File: config.mk
export PLATFORM = sky130hd
export DESIGN_NAME = vsaSystem
export DESIGN_NICKNAME = d
export VERILOG_FILES = /design/src/source/vsaPkg.sv /design/src/source/vsaAlu.sv /design/src/source/vsaCore.sv /design/src/source/vsaMemory.sv /design/src/source/vsaRegFile.sv /design/src/source/vsaSystem.sv
export VERILOG_INCLUDE_DIRS = /design/src /design/src/source
export SDC_FILE = /design/constraint.sdc
export NUM_CORES = 1
export LEC_CHECK = 0
export ABC_AREA = 0
export BUFFER_PORTS_ARGS = -buffer_cell sky130_fd_sc_hd__buf_2
export CAP_MARGIN = 20
export CORE_ASPECT_RATIO = 0.9
export CORE_UTILIZATION = 40
export DETAILED_ROUTE_END_ITERATION = 10
export PLACE_DENSITY = 0.67
export SLEW_MARGIN = 0
export SYNTH_ARGS = -nofsm -noshare
export SYNTH_HDL_FRONTEND = slang
export SYNTH_SLANG_ARGS = --single-unit
File: constraint.sdc
create_clock -name clock -period 2.7 [get_ports clock]
set_input_delay 0.27 -clock clock [delete_from_list [all_inputs] [get_ports clock]]
set_output_delay 0.27 -clock clock [all_outputs]
set_load 0.005 [all_outputs]
File: src/source/vsa_config.svh
// vsa configuration
// widths, PC step and memory depths shared by the processor and its memories

`ifndef VSA_CONFIG_SVH
`define VSA_CONFIG_SVH

// datapath
`define VSA_DATA_W      5   // register, ALU and PC width
`define VSA_INSTR_W     12  // one instruction word

// fetch
`define VSA_PC_STEP     2   // pc advances by two per instruction

// memory sizes, in words
`define VSA_IMEM_WORDS  16  // 12-bit instruction words
`define VSA_DMEM_WORDS  32  // whole 5-bit address space

// the PC step and the instruction depth together cover the 5-bit PC:
// 16 words of 2 address units each.
// the data memory is addressed directly by ALUOutput

`endif

File: src/source/vsaPkg.sv
// vsa package
// width types, opcode and function encodings, stage enum and bus structs

`include "vsa_config.svh"

package vsaPkg;

    typedef logic [`VSA_DATA_W-1:0]  wordT;   // data word
    typedef logic [`VSA_DATA_W-1:0]  addrT;   // pc or data address
    typedef logic [`VSA_INSTR_W-1:0] instrT;  // raw instruction
    typedef logic [1:0]              regIdxT; // R0..R3
    typedef logic [2:0]              opcodeT; // ir[11:9]
    typedef logic [2:0]              funcT;   // ir[2:0], R-format only

    // opcodes
    localparam opcodeT LW    = 3'd0;
    localparam opcodeT SW    = 3'd1;
    localparam opcodeT BEQZ  = 3'd2;
    localparam opcodeT ALUOP = 3'd3; // R-format group
    localparam opcodeT ADDI  = 3'd4;
    localparam opcodeT SUBI  = 3'd5;

    // R-format function codes
    localparam funcT ADD = 3'd0;
    localparam funcT SUB = 3'd1;
    localparam funcT AND = 3'd2;
    localparam funcT OR  = 3'd3;
    localparam funcT XOR = 3'd4;
    localparam funcT NOT = 3'd5; // ~A, B unused
    localparam funcT SRL = 3'd6; // shift right by one
    localparam funcT SRA = 3'd7; // same, sign kept

    // five stages, every instruction walks through all of them
    typedef enum logic [2:0] {IF, ID, EX, MEM, WB} stageE;

    // IR split into fields; dst and imm overlap in the raw word
    typedef struct packed {
        opcodeT opcode;
        regIdxT src1;
        regIdxT src2; // also the I-format destination
        regIdxT dst;  // R-format destination
        funcT   func;
        wordT   imm;  // ir[4:0], not sign extended
    } decodedT;

    typedef struct packed {
        addrT addr;  // ALUOutput
        wordT wdata; // B
        logic wr;    // MEM stage of SW only
    } dataBusT;

    // instruction memory load port, used while in reset
    typedef struct packed {
        logic                              en;
        logic [$clog2(`VSA_IMEM_WORDS)-1:0] addr; // word index
        instrT                             data;
    } loadPortT;

endpackage

File: src/source/vsaAlu.sv
// vsa ALU
// combinational result and branch condition for the EX stage

`timescale 1ns/1ps

module vsaAlu import vsaPkg::*; (
    input  decodedT dec,    // decoded IR
    input  wordT    opA,    // A register
    input  wordT    opB,    // B register
    input  wordT    npc,    // NPC, base of branch target
    output wordT    result, // into ALUOutput
    output logic    cond    // into Cond
);

    wordT branchOff; // imm[3:0] in half-instruction units

    assign branchOff = {dec.imm[3:0], 1'b0};

    always_comb begin
        result = '0;
        cond   = 1'b0; // only BEQZ sets it
        case (dec.opcode)
            LW, SW: begin
                result = opA + dec.imm; // effective address
            end
            ALUOP: begin
                case (dec.func)
                    ADD:     result = opA + opB;
                    SUB:     result = opA - opB;
                    AND:     result = opA & opB;
                    OR:      result = opA | opB;
                    XOR:     result = opA ^ opB;
                    NOT:     result = ~opA;
                    SRL:     result = opA >> 1;
                    SRA:     result = wordT'($signed(opA) >>> 1); // msb replicated
                    default: result = '0;
                endcase
            end
            ADDI:    result = opA + dec.imm; // wraps at 5 bits
            SUBI:    result = opA - dec.imm;
            BEQZ: begin
                result = npc + branchOff; // taken target
                cond   = (opA == '0);
            end
            default: result = '0; // opcodes 6 and 7 unused
        endcase
    end

endmodule

File: src/source/vsaCore.sv
// vsa core
// five-stage multicycle processor: IF, ID, EX, MEM, WB, no overlap
// holds IR, NPC, A, B, ALUOutput, Cond and LMD plus the PC

`timescale 1ns/1ps
`include "vsa_config.svh"

module vsaCore import vsaPkg::*; (
    input  logic    clock,
    input  logic    rstN,
    input  instrT   instruction, // from instruction memory at pc
    input  wordT    readData,    // data memory at dataBus.addr
    output addrT    pc,
    output dataBusT dataBus
);

    stageE   stage;      // current stage
    instrT   ir;         // instruction register
    addrT    npc;        // pc + step
    wordT    a;          // first operand
    wordT    b;          // second operand, also store data
    wordT    aluOutput;  // result or effective address
    logic    cond;       // branch condition
    wordT    lmd;        // load data

    decodedT dec;
    wordT    rdDataA;
    wordT    rdDataB;
    wordT    aluResult;
    logic    aluCond;
    logic    wbEn;
    regIdxT  wbIdx;
    wordT    wbData;
    logic    isRegWrite; // opcode writes a register at all

    // decode straight from IR, fields overlap as in the ISA
    always_comb begin
        dec.opcode = ir[11:9];
        dec.src1   = ir[8:7];
        dec.src2   = ir[6:5];
        dec.dst    = ir[4:3];
        dec.func   = ir[2:0];
        dec.imm    = ir[4:0];
    end

    // register file, read in ID and written in WB
    vsaRegFile regFile_i (
        .clock   (clock),
        .rstN    (rstN),
        .rdIdxA  (dec.src1),
        .rdIdxB  (dec.src2),
        .rdDataA (rdDataA),
        .rdDataB (rdDataB),
        .wrEn    (wbEn),
        .wrIdx   (wbIdx),
        .wrData  (wbData)
    );

    vsaAlu alu_i (
        .dec    (dec),
        .opA    (a),
        .opB    (b),
        .npc    (npc),
        .result (aluResult),
        .cond   (aluCond)
    );

    // write-back selection
    assign isRegWrite = (dec.opcode == ALUOP) || (dec.opcode == ADDI) ||
                        (dec.opcode == SUBI) || (dec.opcode == LW);
    assign wbEn   = (stage == WB) && isRegWrite;
    assign wbIdx  = (dec.opcode == ALUOP) ? dec.dst : dec.src2; // R vs I format
    assign wbData = (dec.opcode == LW) ? lmd : aluOutput;

    // data bus, store strobe only in MEM of SW
    assign dataBus.addr  = aluOutput;
    assign dataBus.wdata = b;
    assign dataBus.wr    = (stage == MEM) && (dec.opcode == SW);

    always_ff @(posedge clock) begin
        if (!rstN) begin
            stage     <= IF;
            pc        <= '0;
            ir        <= '0;
            npc       <= '0;
            a         <= '0;
            b         <= '0;
            aluOutput <= '0;
            cond      <= 1'b0;
            lmd       <= '0;
        end else begin
            case (stage)
                IF: begin
                    ir    <= instruction;
                    npc   <= pc + addrT'(`VSA_PC_STEP);
                    stage <= ID;
                end
                ID: begin
                    a     <= rdDataA; // R0 already zero from regfile
                    b     <= rdDataB;
                    stage <= EX;
                end
                EX: begin
                    aluOutput <= aluResult;
                    cond      <= aluCond; // low unless BEQZ
                    stage     <= MEM;
                end
                MEM: begin
                    if (dec.opcode == LW) begin
                        lmd <= readData;
                    end
                    // only place the pc moves
                    if (dec.opcode == BEQZ && cond) begin
                        pc <= aluOutput; // taken
                    end else begin
                        pc <= npc;
                    end
                    stage <= WB;
                end
                WB: begin
                    stage <= IF; // regfile write happens via wbEn
                end
                default: begin
                    stage <= IF; // unused encodings recover
                end
            endcase
        end
    end

endmodule

File: src/source/vsaMemory.sv
// vsa memories
// instruction array filled through the load port, data array on the bus
// both read combinationally, written on the clock edge

`timescale 1ns/1ps
`include "vsa_config.svh"

module vsaMemory import vsaPkg::*; (
    input  logic     clock,
    input  loadPortT load,        // testbench program load
    input  addrT     fetchAddr,   // core pc
    output instrT    instruction,
    input  dataBusT  dataBus,     // core data bus
    output wordT     readData
);

    localparam int ImemAw = $clog2(`VSA_IMEM_WORDS);

    instrT             imem [`VSA_IMEM_WORDS]; // program store
    wordT              dmem [`VSA_DMEM_WORDS]; // data store, no reset
    logic [ImemAw-1:0] fetchIdx;               // pc in word units

    // pc counts in steps of two
    assign fetchIdx    = ImemAw'(fetchAddr / `VSA_PC_STEP);
    assign instruction = imem[fetchIdx];

    // program load, only while the core is held in reset
    always_ff @(posedge clock) begin
        if (load.en) begin
            imem[load.addr] <= load.data;
        end
    end

    // data side
    assign readData = dmem[dataBus.addr]; // latched into LMD by the core

    always_ff @(posedge clock) begin
        if (dataBus.wr) begin
            dmem[dataBus.addr] <= dataBus.wdata; // one cycle strobe
        end
    end

endmodule

File: src/source/vsaRegFile.sv
// vsa register file
// R1..R3 plus a hardwired zero R0; two async reads, one sync write

`timescale 1ns/1ps

module vsaRegFile import vsaPkg::*; (
    input  logic   clock,
    input  logic   rstN,
    input  regIdxT rdIdxA, // src1
    input  regIdxT rdIdxB, // src2
    output wordT   rdDataA,
    output wordT   rdDataB,
    input  logic   wrEn,   // WB stage
    input  regIdxT wrIdx,
    input  wordT   wrData
);

    wordT regs [1:3]; // no storage behind R0

    // R0 reads zero whatever was written to it
    assign rdDataA = (rdIdxA == 2'd0) ? '0 : regs[rdIdxA];
    assign rdDataB = (rdIdxB == 2'd0) ? '0 : regs[rdIdxB];

    always_ff @(posedge clock) begin
        if (!rstN) begin
            for (int i = 1; i <= 3; i++) begin
                regs[i] <= '0; // all registers start at zero
            end
        end else if (wrEn && wrIdx != 2'd0) begin
            regs[wrIdx] <= wrData; // writes to R0 dropped here
        end
    end

endmodule

File: src/source/vsaSystem.sv
// vsa system top
// core plus instruction and data memories
// pc and data bus brought out for observation, load port passed through

`timescale 1ns/1ps

module vsaSystem import vsaPkg::*; (
    input  logic     clock,
    input  logic     rstN,
    input  loadPortT load,    // program load from testbench
    output addrT     pc,      // fetch address
    output dataBusT  dataBus  // store address, data and strobe
);

    instrT instruction; // imem -> core
    wordT  readData;    // dmem -> core

    vsaCore core_i (
        .clock       (clock),
        .rstN        (rstN),
        .instruction (instruction),
        .readData    (readData),
        .pc          (pc),
        .dataBus     (dataBus)
    );

    // memories see the same pc and bus that leave the top
    vsaMemory mem_i (
        .clock       (clock),
        .load        (load),
        .fetchAddr   (pc),
        .instruction (instruction),
        .dataBus     (dataBus),
        .readData    (readData)
    );

endmodule

==> flow_summary.ini, run 1 <==
[floorplan]
start_util_pct = 40.46
row_count = 72
die-area_mm2 = 0.04421
die_w_um = 221.5
ios = 35
die_y_um = 199.6
core_area_mm2 = 0.04288

[drt]
ant_nets = 0
firstDrtPassIters = 6
viasPerCell = 5.531
wl_per_cell_um = 20.95
drtIter0Drc = 941
vias = 9403
routed_wl_mm = 35.62
drc = 0

[placement]
place.detailed.hpwl_mm = 23.36
gp_congestion = 0.8753
dp_cells = 1622
port_buffers = 34

[setup_path]
worstRegToRegCells = 10
crit_type = flip-flop to flip-flop
r2r_start = core_i.ir[1]$_SDFFE_PN0P_
r2r_setup_slack_ns = 0.16
required_ns = 3.19
cp.arrival_ns = 3.03
timing.rr.end = core_i.aluOutput[3]$_SDFFE_PN0N_
critPathLaunchType = flip-flop
path_max_fanout = 3
crit_path_end_kind = flip-flop

[timing]
period_minus_slack_ns = 2.544
fin_skew_ns = 0.02832
tightestPinTransition_ns = 0.6875
finalHoldViolations = 0
whs_ns = 0.07997
timing.fmax_ghz = 0.3931
fin_crit_sh_pct = 94.22
maxSlewHeadroom_pct = 54.10
finalMaxSlewViolations = 0
rsz0062_at_grt = no
setup_viol = 0
tns_ns = 0

[yosys]
ys_ff_latch = 413
synth_compound_area_share_pct = 6.628
ys.flop_type = edfxtp_1
syn_area_mm2 = 0.01735
yosys.area_share.adder_pct = 2.365
yosys-top-cells-area = edfxtp_1 64%, mux4_2 11%, dfxtp_1 5.3%, ha_1 2.0%, nor2_1 1.6%
synth-simple-area-share_pct = 6.094
synth_edf_count = 367
yosys.area.top_type = edfxtp_1
ys_types = 66
synth_xor_area_share_pct = 0.8654
synth_top_family_by_area = multiplexers
ys_seq_area_share_pct = 68.83
async_flop_share_pct = 0
ys.warnings.count = 0
synth_cells = 1021
syn_nets = 1071
synthMuxAreaShare_pct = 13.13
avgSynthCellArea_um2 = 16.99
yosysTopAreaCellShare_pct = 63.52

[clock_network]
cts.sinks = 413
post_cts_buffers = 0
clock_path_buffers = 3
cts_tree = yes
clockRootBuffer = clkbuf_16
clock_latency_ns = 0.57
clk_pin_slew_ns = 0.06
h-tree-depth = 2
cts_made_buffers = 42

[pwr]
peakVddDrop_mv = 0.4406
power_density_mw_per_mm2 = 709.5
power_mw = 14.10
p_leak_nw = 6.674

[global_routing]
grt_remaining_overflow = 0
grt_pass1_vias = 9440
use_met2_pct = 26.30
busiest_layer = met2
met3_usage_pct = 2.867
grt_first_pass_wirelength_mm = 55.52
grt_max_degree = 51
grtUsageMet1_pct = 23.13
grt_util_all_layers_pct = 16.46
antenna_found_initial = 0

[cells_and_area]
final_cell_count_no_fill = 1700
fillers = 3634
regArea_mm2 = 0.01195
syn_to_final_growth_pct = 14.57
fin_nets = 1161
multiInputGateArea_mm2 = 0.005072
drive_above_1_share_pct = 24.80
utilization_pct = 46.35
antenna_cells = 0

[worst_hold_path]
hold_end = mem_i.imem[6][3]$_DFFE_PP_
min_path_cells = 1
hp-class = primary input to flip-flop
worstHoldStart = load[3]

[status]
outcome = complete, no violations

[job]
maxCapViolCount = 0
## cells in the mapped netlist, types with 5 or more instances
cell / number
mux2_2: 12
o211a_1: 17
nand2_1: 47
o21ai_1: 15
nand3_1: 26
dfxtp_1: 46
clkbuf_1: 34
nor2b_1: 14
buf_2: 17
inv_1: 17
a221oi_1: 14
edfxtp_1: 367
and2_1: 7
nor2_1: 73
ha_1: 28
a22o_1: 14
mux2i_1: 16
nor3_1: 12
a31oi_1: 6
o21ai_0: 15
buf_6: 5
nand3b_1: 7
a21oi_1: 15
a21o_1: 5
xnor2_1: 8
a22oi_1: 19
mux4_2: 88
nand2b_1: 9
## routing by layer
metal  vias to the layer above  share of wire [%]
li1                       4265                  -
met1                      4802                 45
met2                       291                 47
met3                        45                6.2
met4                         0                1.7
met5                         -                  0
## kinds of logic after synthesis
| family | count (synthesis) |
|---|---|
| adders and majority gates | 31 |
| and+or+nand+nor | 217 |
| muxes | 116 |
| xor gates and xnor gates | 14 |
| buffers and inverters | 79 |
| DFF | 413 |
| AOI/OAI and AO/OA | 151 |
## layout by cell type, fill, tap and decap left out, drive strengths merged, types with 14 or more instances in the layout
master,netlist,final
nor3,14,14
nor2b,14,14
a22oi,19,19
ha,28,28
buf,28,108
a21oi,15,15
nand3,26,26
dfxtp,46,46
o21ai,30,30
o211a,17,17
nand2,47,47
clkbuf,34,57
mux4,88,88
mux2i,16,16
clkinv,0,15
a221oi,14,14
a22o,14,14
edfxtp,367,367
nor2,73,73
inv,17,21
## flip-flops by register name (all words and copies together) (netlist names)
name                   cells
mem_i.dmem               160
mem_i.imem               192
core_i.a                   5
core_i.stage               3
core_i.pc                  5
core_i.regFile_i.regs     15
core_i.cond                1
core_i.lmd                 5
core_i.ir                 12
core_i.b                   5
core_i.npc                 5
core_i.aluOutput           5
## area by class of cell
cell class / instances / share of cell area, %
Inverter: 17 / 0.3210
Multi-Input combinational cell: 529 / 25.52
Clock inverter: 21 / 1.001
Clock buffer: 57 / 5.571
Timing Repair Buffer: 108 / 3.966
Tap cell: 555 / 3.494
Sequential cell: 413 / 60.13
## report_power, final
part	leakage [nW]	internal, mW	switching, mW
Sequential	3.74	7.11	0.139
Clock	0.636	3.11	2.36
Combinational	2.30	0.619	0.757
Total	6.67	10.8	3.26
## worst max-delay path by stage
stage               cells past startpoint                                to  slack [ns]                 startpoint
floorplan                              10  core_i.aluOutput[3]$_SDFFE_PN0N_        0.02  core_i.ir[1]$_SDFFE_PN0P_
global placement                       10  core_i.aluOutput[3]$_SDFFE_PN0N_        0.20  core_i.ir[1]$_SDFFE_PN0P_
detailed placement                     10  core_i.aluOutput[3]$_SDFFE_PN0N_        0.13  core_i.ir[1]$_SDFFE_PN0P_
CTS                                    10  core_i.aluOutput[3]$_SDFFE_PN0N_        0.10  core_i.ir[1]$_SDFFE_PN0P_
global route                           10  core_i.aluOutput[3]$_SDFFE_PN0N_        0.04  core_i.ir[1]$_SDFFE_PN0P_
finish                                 10  core_i.aluOutput[3]$_SDFFE_PN0N_        0.16  core_i.ir[1]$_SDFFE_PN0P_
## stage by stage
step	instance area, µm²	setup slack, ns
after detailed placement	18570	0.1302
after global routing	19880	0.04041
after floorplan	17350	0.02388
after CTS	19870	0.1040
final	19880	0.1561
after global placement	18570	0.2020
## what timing repair did
action / CTS / global route
setup endpoints to repair: 0 / 2
hold buffers: 0 / 0
hold endpoints to repair: 0 / 0
gates resized for setup: 0 / 1
## critical path, stage by stage (launching register included)
cell and delay, ns:
dfxtp_1 0.31, inv_1 0.10, ha_1 0.17, nor2b_2 0.23, mux2i_1 0.30, ha_1 0.27
nor2b_1 0.13, o21a_1 0.17, or3_1 0.36, a31o_1 0.24, a211oi_2 0.20
(Power assumes the default switching activity.)
==> run 2, diff against run 1 <==
- CORE_UTILIZATION: 40 -> 30
- PLACE_DENSITY: 0.67 -> 0.53
==> run 2 against run 1 <==
  * Flip-flop and latch count stayed put
  * Count of clock-buffer cells in the layout up 3
  * Setup slack better by 0.036 ns
  * Non-clock buffer count grew 2
  * Via count shrank 2.2%
  * Design area is 1.8% higher
  * Cell count up 13%
  * Highest routed layer is now met5
==> flow_summary.ini, run 2 (synthesized netlist as in run 1, its figures left out) <==
[global_routing]
grt_max_degree = 51
antenna_found_initial = 2
grt_first_pass_wirelength_mm = 59.51
grt_pass1_vias = 9604
grt_util_all_layers_pct = 13.24
grt_remaining_overflow = 0

[pwr]
p_sw_share_pct = 23.32
power_frac_comb_pct = 9.6
peakVddDrop_mv = 0.5182
p_leak_nw = 6.720
power_mw = 14.49
p_int_mw = 11.11
power_density_mw_per_mm2 = 716.0
p_seq_share_pct = 50.0
p_switching_mw = 3.379
pwr-share-clk_pct = 40.3

[setup_path]
critical_path_buf_inv_count = 2
r2r_start = core_i.ir[1]$_SDFFE_PN0P_
worstRegToRegCells = 11
crit_chain = inv_1, ha_1, nor2b_1, buf_4, mux2i_4, ha_1, nor2b_1, o21a_1, or3_1, a31o_1, a211oi_2
r2r_setup_slack_ns = 0.19
cp.arrival_ns = 3.00
required_ns = 3.19
critPathLaunchType = flip-flop
crit_path_end_kind = flip-flop
timing.rr.end = core_i.aluOutput[3]$_SDFFE_PN0N_
slowest_stage = or3_1
crit_family = simple AND/OR/NAND/NOR gates
crit_type = flip-flop to flip-flop
critPathMaxStageDelay_ns = 0.34
path_max_fanout = 4

[drt]
drc = 0
ant_nets = 0
viasPerCell = 4.802
drtIter0Drc = 665
routed_wl_mm = 38.47
firstDrtPassIters = 5
wl_per_cell_um = 20.09
vias = 9195

[cells_and_area]
multiInputGateArea_mm2 = 0.005082
drive_above_1_share_pct = 25.07
top_register = mem_i.imem
regArea_mm2 = 0.01195
fin_area_mm2 = 0.02024
fillers = 5440
syn_to_final_growth_pct = 16.65
final_cell_mix = 367 x edfxtp_1, 88 x mux4_2, 73 x nor2_1
largest_register_ffs = 192
layout_commonest_cell = edfxtp_1
fin_nets = 1165
reg_top3 = mem_i.imem: 192 flops, mem_i.dmem: 160 flops, core_i.regFile_i.regs: 15 flops

[worst_hold_path]
hold_end = mem_i.imem[14][3]$_DFFE_PP_
min_path_cells = 1
worstHoldStart = load[3]
hp-class = primary input to flip-flop

[clock_network]
cts_tree = yes
cts_hold_buf = 0
clockRootBuffer = clkbuf_16
cts.sinks = 413
h-tree-depth = 2
clk_pin_slew_ns = 0.06
clock_path_buffers = 3
post_cts_buffers = 0
clock_latency_ns = 0.58
ctsResizeCount = 0
cts_made_buffers = 44

[timing]
timing.fmax_ghz = 0.3987
finalMaxSlewViolations = 0
fin_crit_sh_pct = 92.90
tightestPinTransition_ns = 0.8048
setup_viol = 0
period_minus_slack_ns = 2.508
maxSlewHeadroom_pct = 45.93
rsz0062_at_grt = no
tns_ns = 0
fin_skew_ns = 0.02259
finalHoldViolations = 0

[floorplan]
ios = 35
core_area_mm2 = 0.05712
die_y_um = 230.1
die_w_um = 255.5
row_count = 83
start_util_pct = 30.37
die-area_mm2 = 0.05880

[placement]
dpl_cell_area_mm2 = 0.01884
place.detailed.hpwl_mm = 25.20
gp_congestion = 0.8191
port_buffers = 34

[job]
maxCapViolCount = 0

[status]
outcome = complete, no violations
run 2: cell types whose count changed in the layout (fill, tap and decap cells not counted), sizes merged:
cell / previous run / this run
clkbuf: 57 / 60
buf: 108 / 110
clkinv: 15 / 13
bufinv: 2 / 3
diode: 0 / 1
run 2: worst reg2reg max path, stage by stage, from the launching register on:
cell      delay, ns
dfxtp_1        0.31
inv_1          0.08
ha_1           0.17
nor2b_1        0.14
buf_4          0.16
mux2i_4        0.24
ha_1           0.25
nor2b_1        0.13
o21a_1         0.17
or3_1          0.34
a31o_1         0.24
a211oi_2       0.20
run 2: worst max-delay path by stage:
stage	startpoint	endpoint	slack, ns	cells past startpoint
after floorplan	core_i.ir[1]$_SDFFE_PN0P_	core_i.aluOutput[3]$_SDFFE_PN0N_	0.02	10
after global placement	core_i.ir[1]$_SDFFE_PN0P_	core_i.aluOutput[3]$_SDFFE_PN0N_	0.19	11
after detailed placement	core_i.ir[1]$_SDFFE_PN0P_	core_i.aluOutput[3]$_SDFFE_PN0N_	0.14	11
after CTS	core_i.ir[1]$_SDFFE_PN0P_	core_i.aluOutput[3]$_SDFFE_PN0N_	0.11	11
after global routing	core_i.ir[1]$_SDFFE_PN0P_	core_i.aluOutput[3]$_SDFFE_PN0N_	0.04	11
final	core_i.ir[1]$_SDFFE_PN0P_	core_i.aluOutput[3]$_SDFFE_PN0N_	0.19	11
run 2: power by group through the flow:
stage	combinational, mW	clock, mW	sequential [mW]
after floorplan	0.957	0	7.34
after global placement	1.39	0	7.38
after detailed placement	1.40	0	7.39
after CTS	1.41	6.02	7.25
after global routing	1.54	6.23	7.27
final	1.40	5.85	7.25
run 2: metrics by stage:
step	setup slack [ns]	utilization (%)	std cells	hold slack, ns
6_report	0.1916	35.43	1915	0.08182
5_1_grt	0.03728	35.43	1915	0.07321
4_1_cts	0.1132	35.41	1914	0.05219
3_5_place_dp	0.1389	32.98	1834	0.4779
3_3_place_gp	0.1948	32.96	1833	0.4770
2_1_floorplan	0.02388	-	1021	0.3689
run 2: cell type report:
cell class,count,share of cell area (%)
Antenna cell,1,0.01236
Clock buffer,60,5.842
Clock inverter,20,1.014
Inverter,17,0.3153
Multi-Input combinational cell,529,25.11
Sequential cell,413,59.07
Tap cell,765,4.730
Timing Repair Buffer,110,3.907
run 2: routing by layer:
metal  wire length, µm  vias to the layer above  GRT usage, %
met4               925                        2         4.210
li1                  -                     4271             -
met5                10                        -             0
met2             17730                      183         20.81
met3              1648                       67         2.535
met1             18160                     4672         18.44
==> run 3, diff against run 2 <==
- BUFFER_PORTS_ARGS: -buffer_cell sky130_fd_sc_hd__buf_2 -> unset
- DONT_BUFFER_PORTS: unset -> 1
- GPL_TIMING_DRIVEN: unset -> 0
- PLACE_DENSITY: 0.53 -> 0.52
==> run 3 against run 2 <==
  * Non-clock buffer count fell by 11
  * Critical path depth fell by 1
  * Sequential share of layout area rose by 0.10 points
  * Critical endpoint unchanged
  * Clock power fell by 1%
  * Total power barely moved
  * Design area fell by 0.12%
  * Combinational power rose by 4%
  * Fmax fell by 3.5%
  * Cell count fell by 0.68%
  * Via count rose by 2.2%
==> flow_summary.ini, run 3 (synthesized netlist as in run 1, its figures left out) <==
[clock_network]
clock_path_buffers = 3
cts_tree = yes
clk_pin_slew_ns = 0.06
clockRootBuffer = clkbuf_16
clock_latency_ns = 0.58
cts.sinks = 413
h-tree-depth = 2
cts_made_buffers = 44

[setup_path]
crit_type = flip-flop to flip-flop
critPathLaunchType = flip-flop
r2r_setup_slack_ns = 0.10
worstRegToRegCells = 10
r2r_start = core_i.ir[1]$_SDFFE_PN0P_
cp.arrival_ns = 3.08
path_max_fanout = 7
required_ns = 3.18
timing.rr.end = core_i.aluOutput[3]$_SDFFE_PN0N_
crit_path_end_kind = flip-flop

[floorplan]
start_util_pct = 30.37
core_area_mm2 = 0.05712
die-area_mm2 = 0.05880
row_count = 83
die_y_um = 230.1
ios = 35
die_w_um = 255.5

[cells_and_area]
reg_top3 = mem_i.imem: 192 flops, mem_i.dmem: 160 flops, core_i.regFile_i.regs: 15 flops
fillers = 5459
utilization_pct = 35.39
largest_register_ffs = 192
syn_to_final_growth_pct = 16.52
top_register = mem_i.imem
fin_nets = 1154
antenna_cells = 0
final_cell_count_no_fill = 1902
final_cell_mix = 367 x edfxtp_1, 88 x mux4_2, 70 x nor2_1
drive_above_1_share_pct = 21.37
fin_area_mm2 = 0.02021
layout_commonest_cell = edfxtp_1

[timing]
period_minus_slack_ns = 2.600
timing.fmax_ghz = 0.3847
fin_crit_sh_pct = 96.29
tns_ns = 0
fin_ws_ns = 0.1003
fin_skew_ns = 0.02032
finalMaxSlewViolations = 0
maxSlewHeadroom_pct = 34.35
whs_ns = 0.06030
finalHoldViolations = 0
tightestPinTransition_ns = 0.9822
setup_viol = 0
rsz0062_at_grt = no

[drt]
drtIter0Drc = 763
vias = 9397
routed_wl_mm = 40.99
wl_per_cell_um = 21.55
drc = 0
firstDrtPassIters = 4
viasPerCell = 4.941
ant_nets = 0

[placement]
place.detailed.hpwl_mm = 27.71
port_buffers = 0
dp_cells = 1804
dpl_cell_area_mm2 = 0.01855
gp_congestion = 0.8308
post-place-ws_ns = -0.4882

[global_routing]
antenna_found_initial = 0
grt_util_all_layers_pct = 13.92
grt_remaining_overflow = 0
grt_first_pass_wirelength_mm = 61.72
grt_max_degree = 38
grt_pass1_vias = 9458

[pwr]
power_mw = 14.49
power_density_mw_per_mm2 = 716.8
peakVddDrop_mv = 0.5168
p_leak_nw = 6.554

[status]
outcome = complete, no violations

[worst_hold_path]
worstHoldStart = load[13]
hold_end = mem_i.imem[4][4]$_DFFE_PP_
min_path_cells = 2
hp-class = primary input to flip-flop

[job]
maxCapViolCount = 0
[run 3: changes by cell type in the layout (fill, tap and decap cells not counted), moves of 4 or more]
cell	before	now
buf_6	0	18
dlygate4sd3_1	0	15
dfxtp_2	4	0
clkbuf_2	0	5
buf_4	72	9
buf_2	34	17
buf_12	4	0
clkbuf_1	15	42
[run 3: layout make-up]
cell class	instances	area [µm²]	area share [%]
Buffer	60	297.8	1.473
Clock buffer	57	1171	5.793
Clock inverter	22	206.4	1.021
Inverter	17	63.81	0.3157
Multi-Input combinational cell	529	5124	25.35
Sequential cell	413	11960	59.17
Tap cell	765	957.2	4.735
Timing Repair Buffer	39	434.2	2.148
[run 3: worst max-delay path by stage]
stage,from,endpoint,depth (start not counted)
finish,core_i.ir[1]$_SDFFE_PN0P_,core_i.aluOutput[3]$_SDFFE_PN0N_,10
global route,core_i.ir[9]$_SDFFE_PN0P_,mem_i.dmem[4][1]$_DFFE_PP_,7
CTS,core_i.pc[2]$_SDFFE_PN0P_,core_i.ir[2]$_SDFFE_PN0P_,6
detailed placement,core_i.aluOutput[1]$_SDFFE_PN0N_,mem_i.dmem[19][2]$_DFFE_PP_,4
global placement,core_i.b[2]$_SDFFE_PN0P_,core_i.aluOutput[4]$_SDFFE_PN0N_,8
floorplan,core_i.ir[1]$_SDFFE_PN0P_,core_i.aluOutput[3]$_SDFFE_PN0N_,10
[run 3: timing repair]
action                                  in CTS  in global routing
endpoints found under the hold margin      210                  0
setup buffers                                2                  4
cloned                                       0                  0
endpoints found under the setup margin     114                 26
pin swaps                                    2                  0
hold buffers                                15                  0
resized for setup                           19                 12
[run 3: worst max-delay path: stages, from the launching register on]
cell and delay, ns:
dfxtp_4 0.38, inv_2 0.09, ha_4 0.16, nor2b_4 0.20, mux2i_2 0.28, ha_1 0.27
nor2b_1 0.13, o21a_1 0.17, or3_1 0.35, a31o_1 0.26, a211oi_2 0.22
[run 3: power by group]
part / total [mW] / switching, mW / internal, mW
sequential: 7.25 / 0.139 / 7.11
clock: 5.79 / 2.43 / 3.36
combinational: 1.45 / 0.828 / 0.618
[run 3: routing by layer]
layer	vias to the layer above	wire length, µm	GRT usage, %
met3	53	2202	2.745
met1	4863	19490	20.29
li1	4247	-	-
met2	234	18580	21.11
met4	0	714	3.630
met5	-	0	0
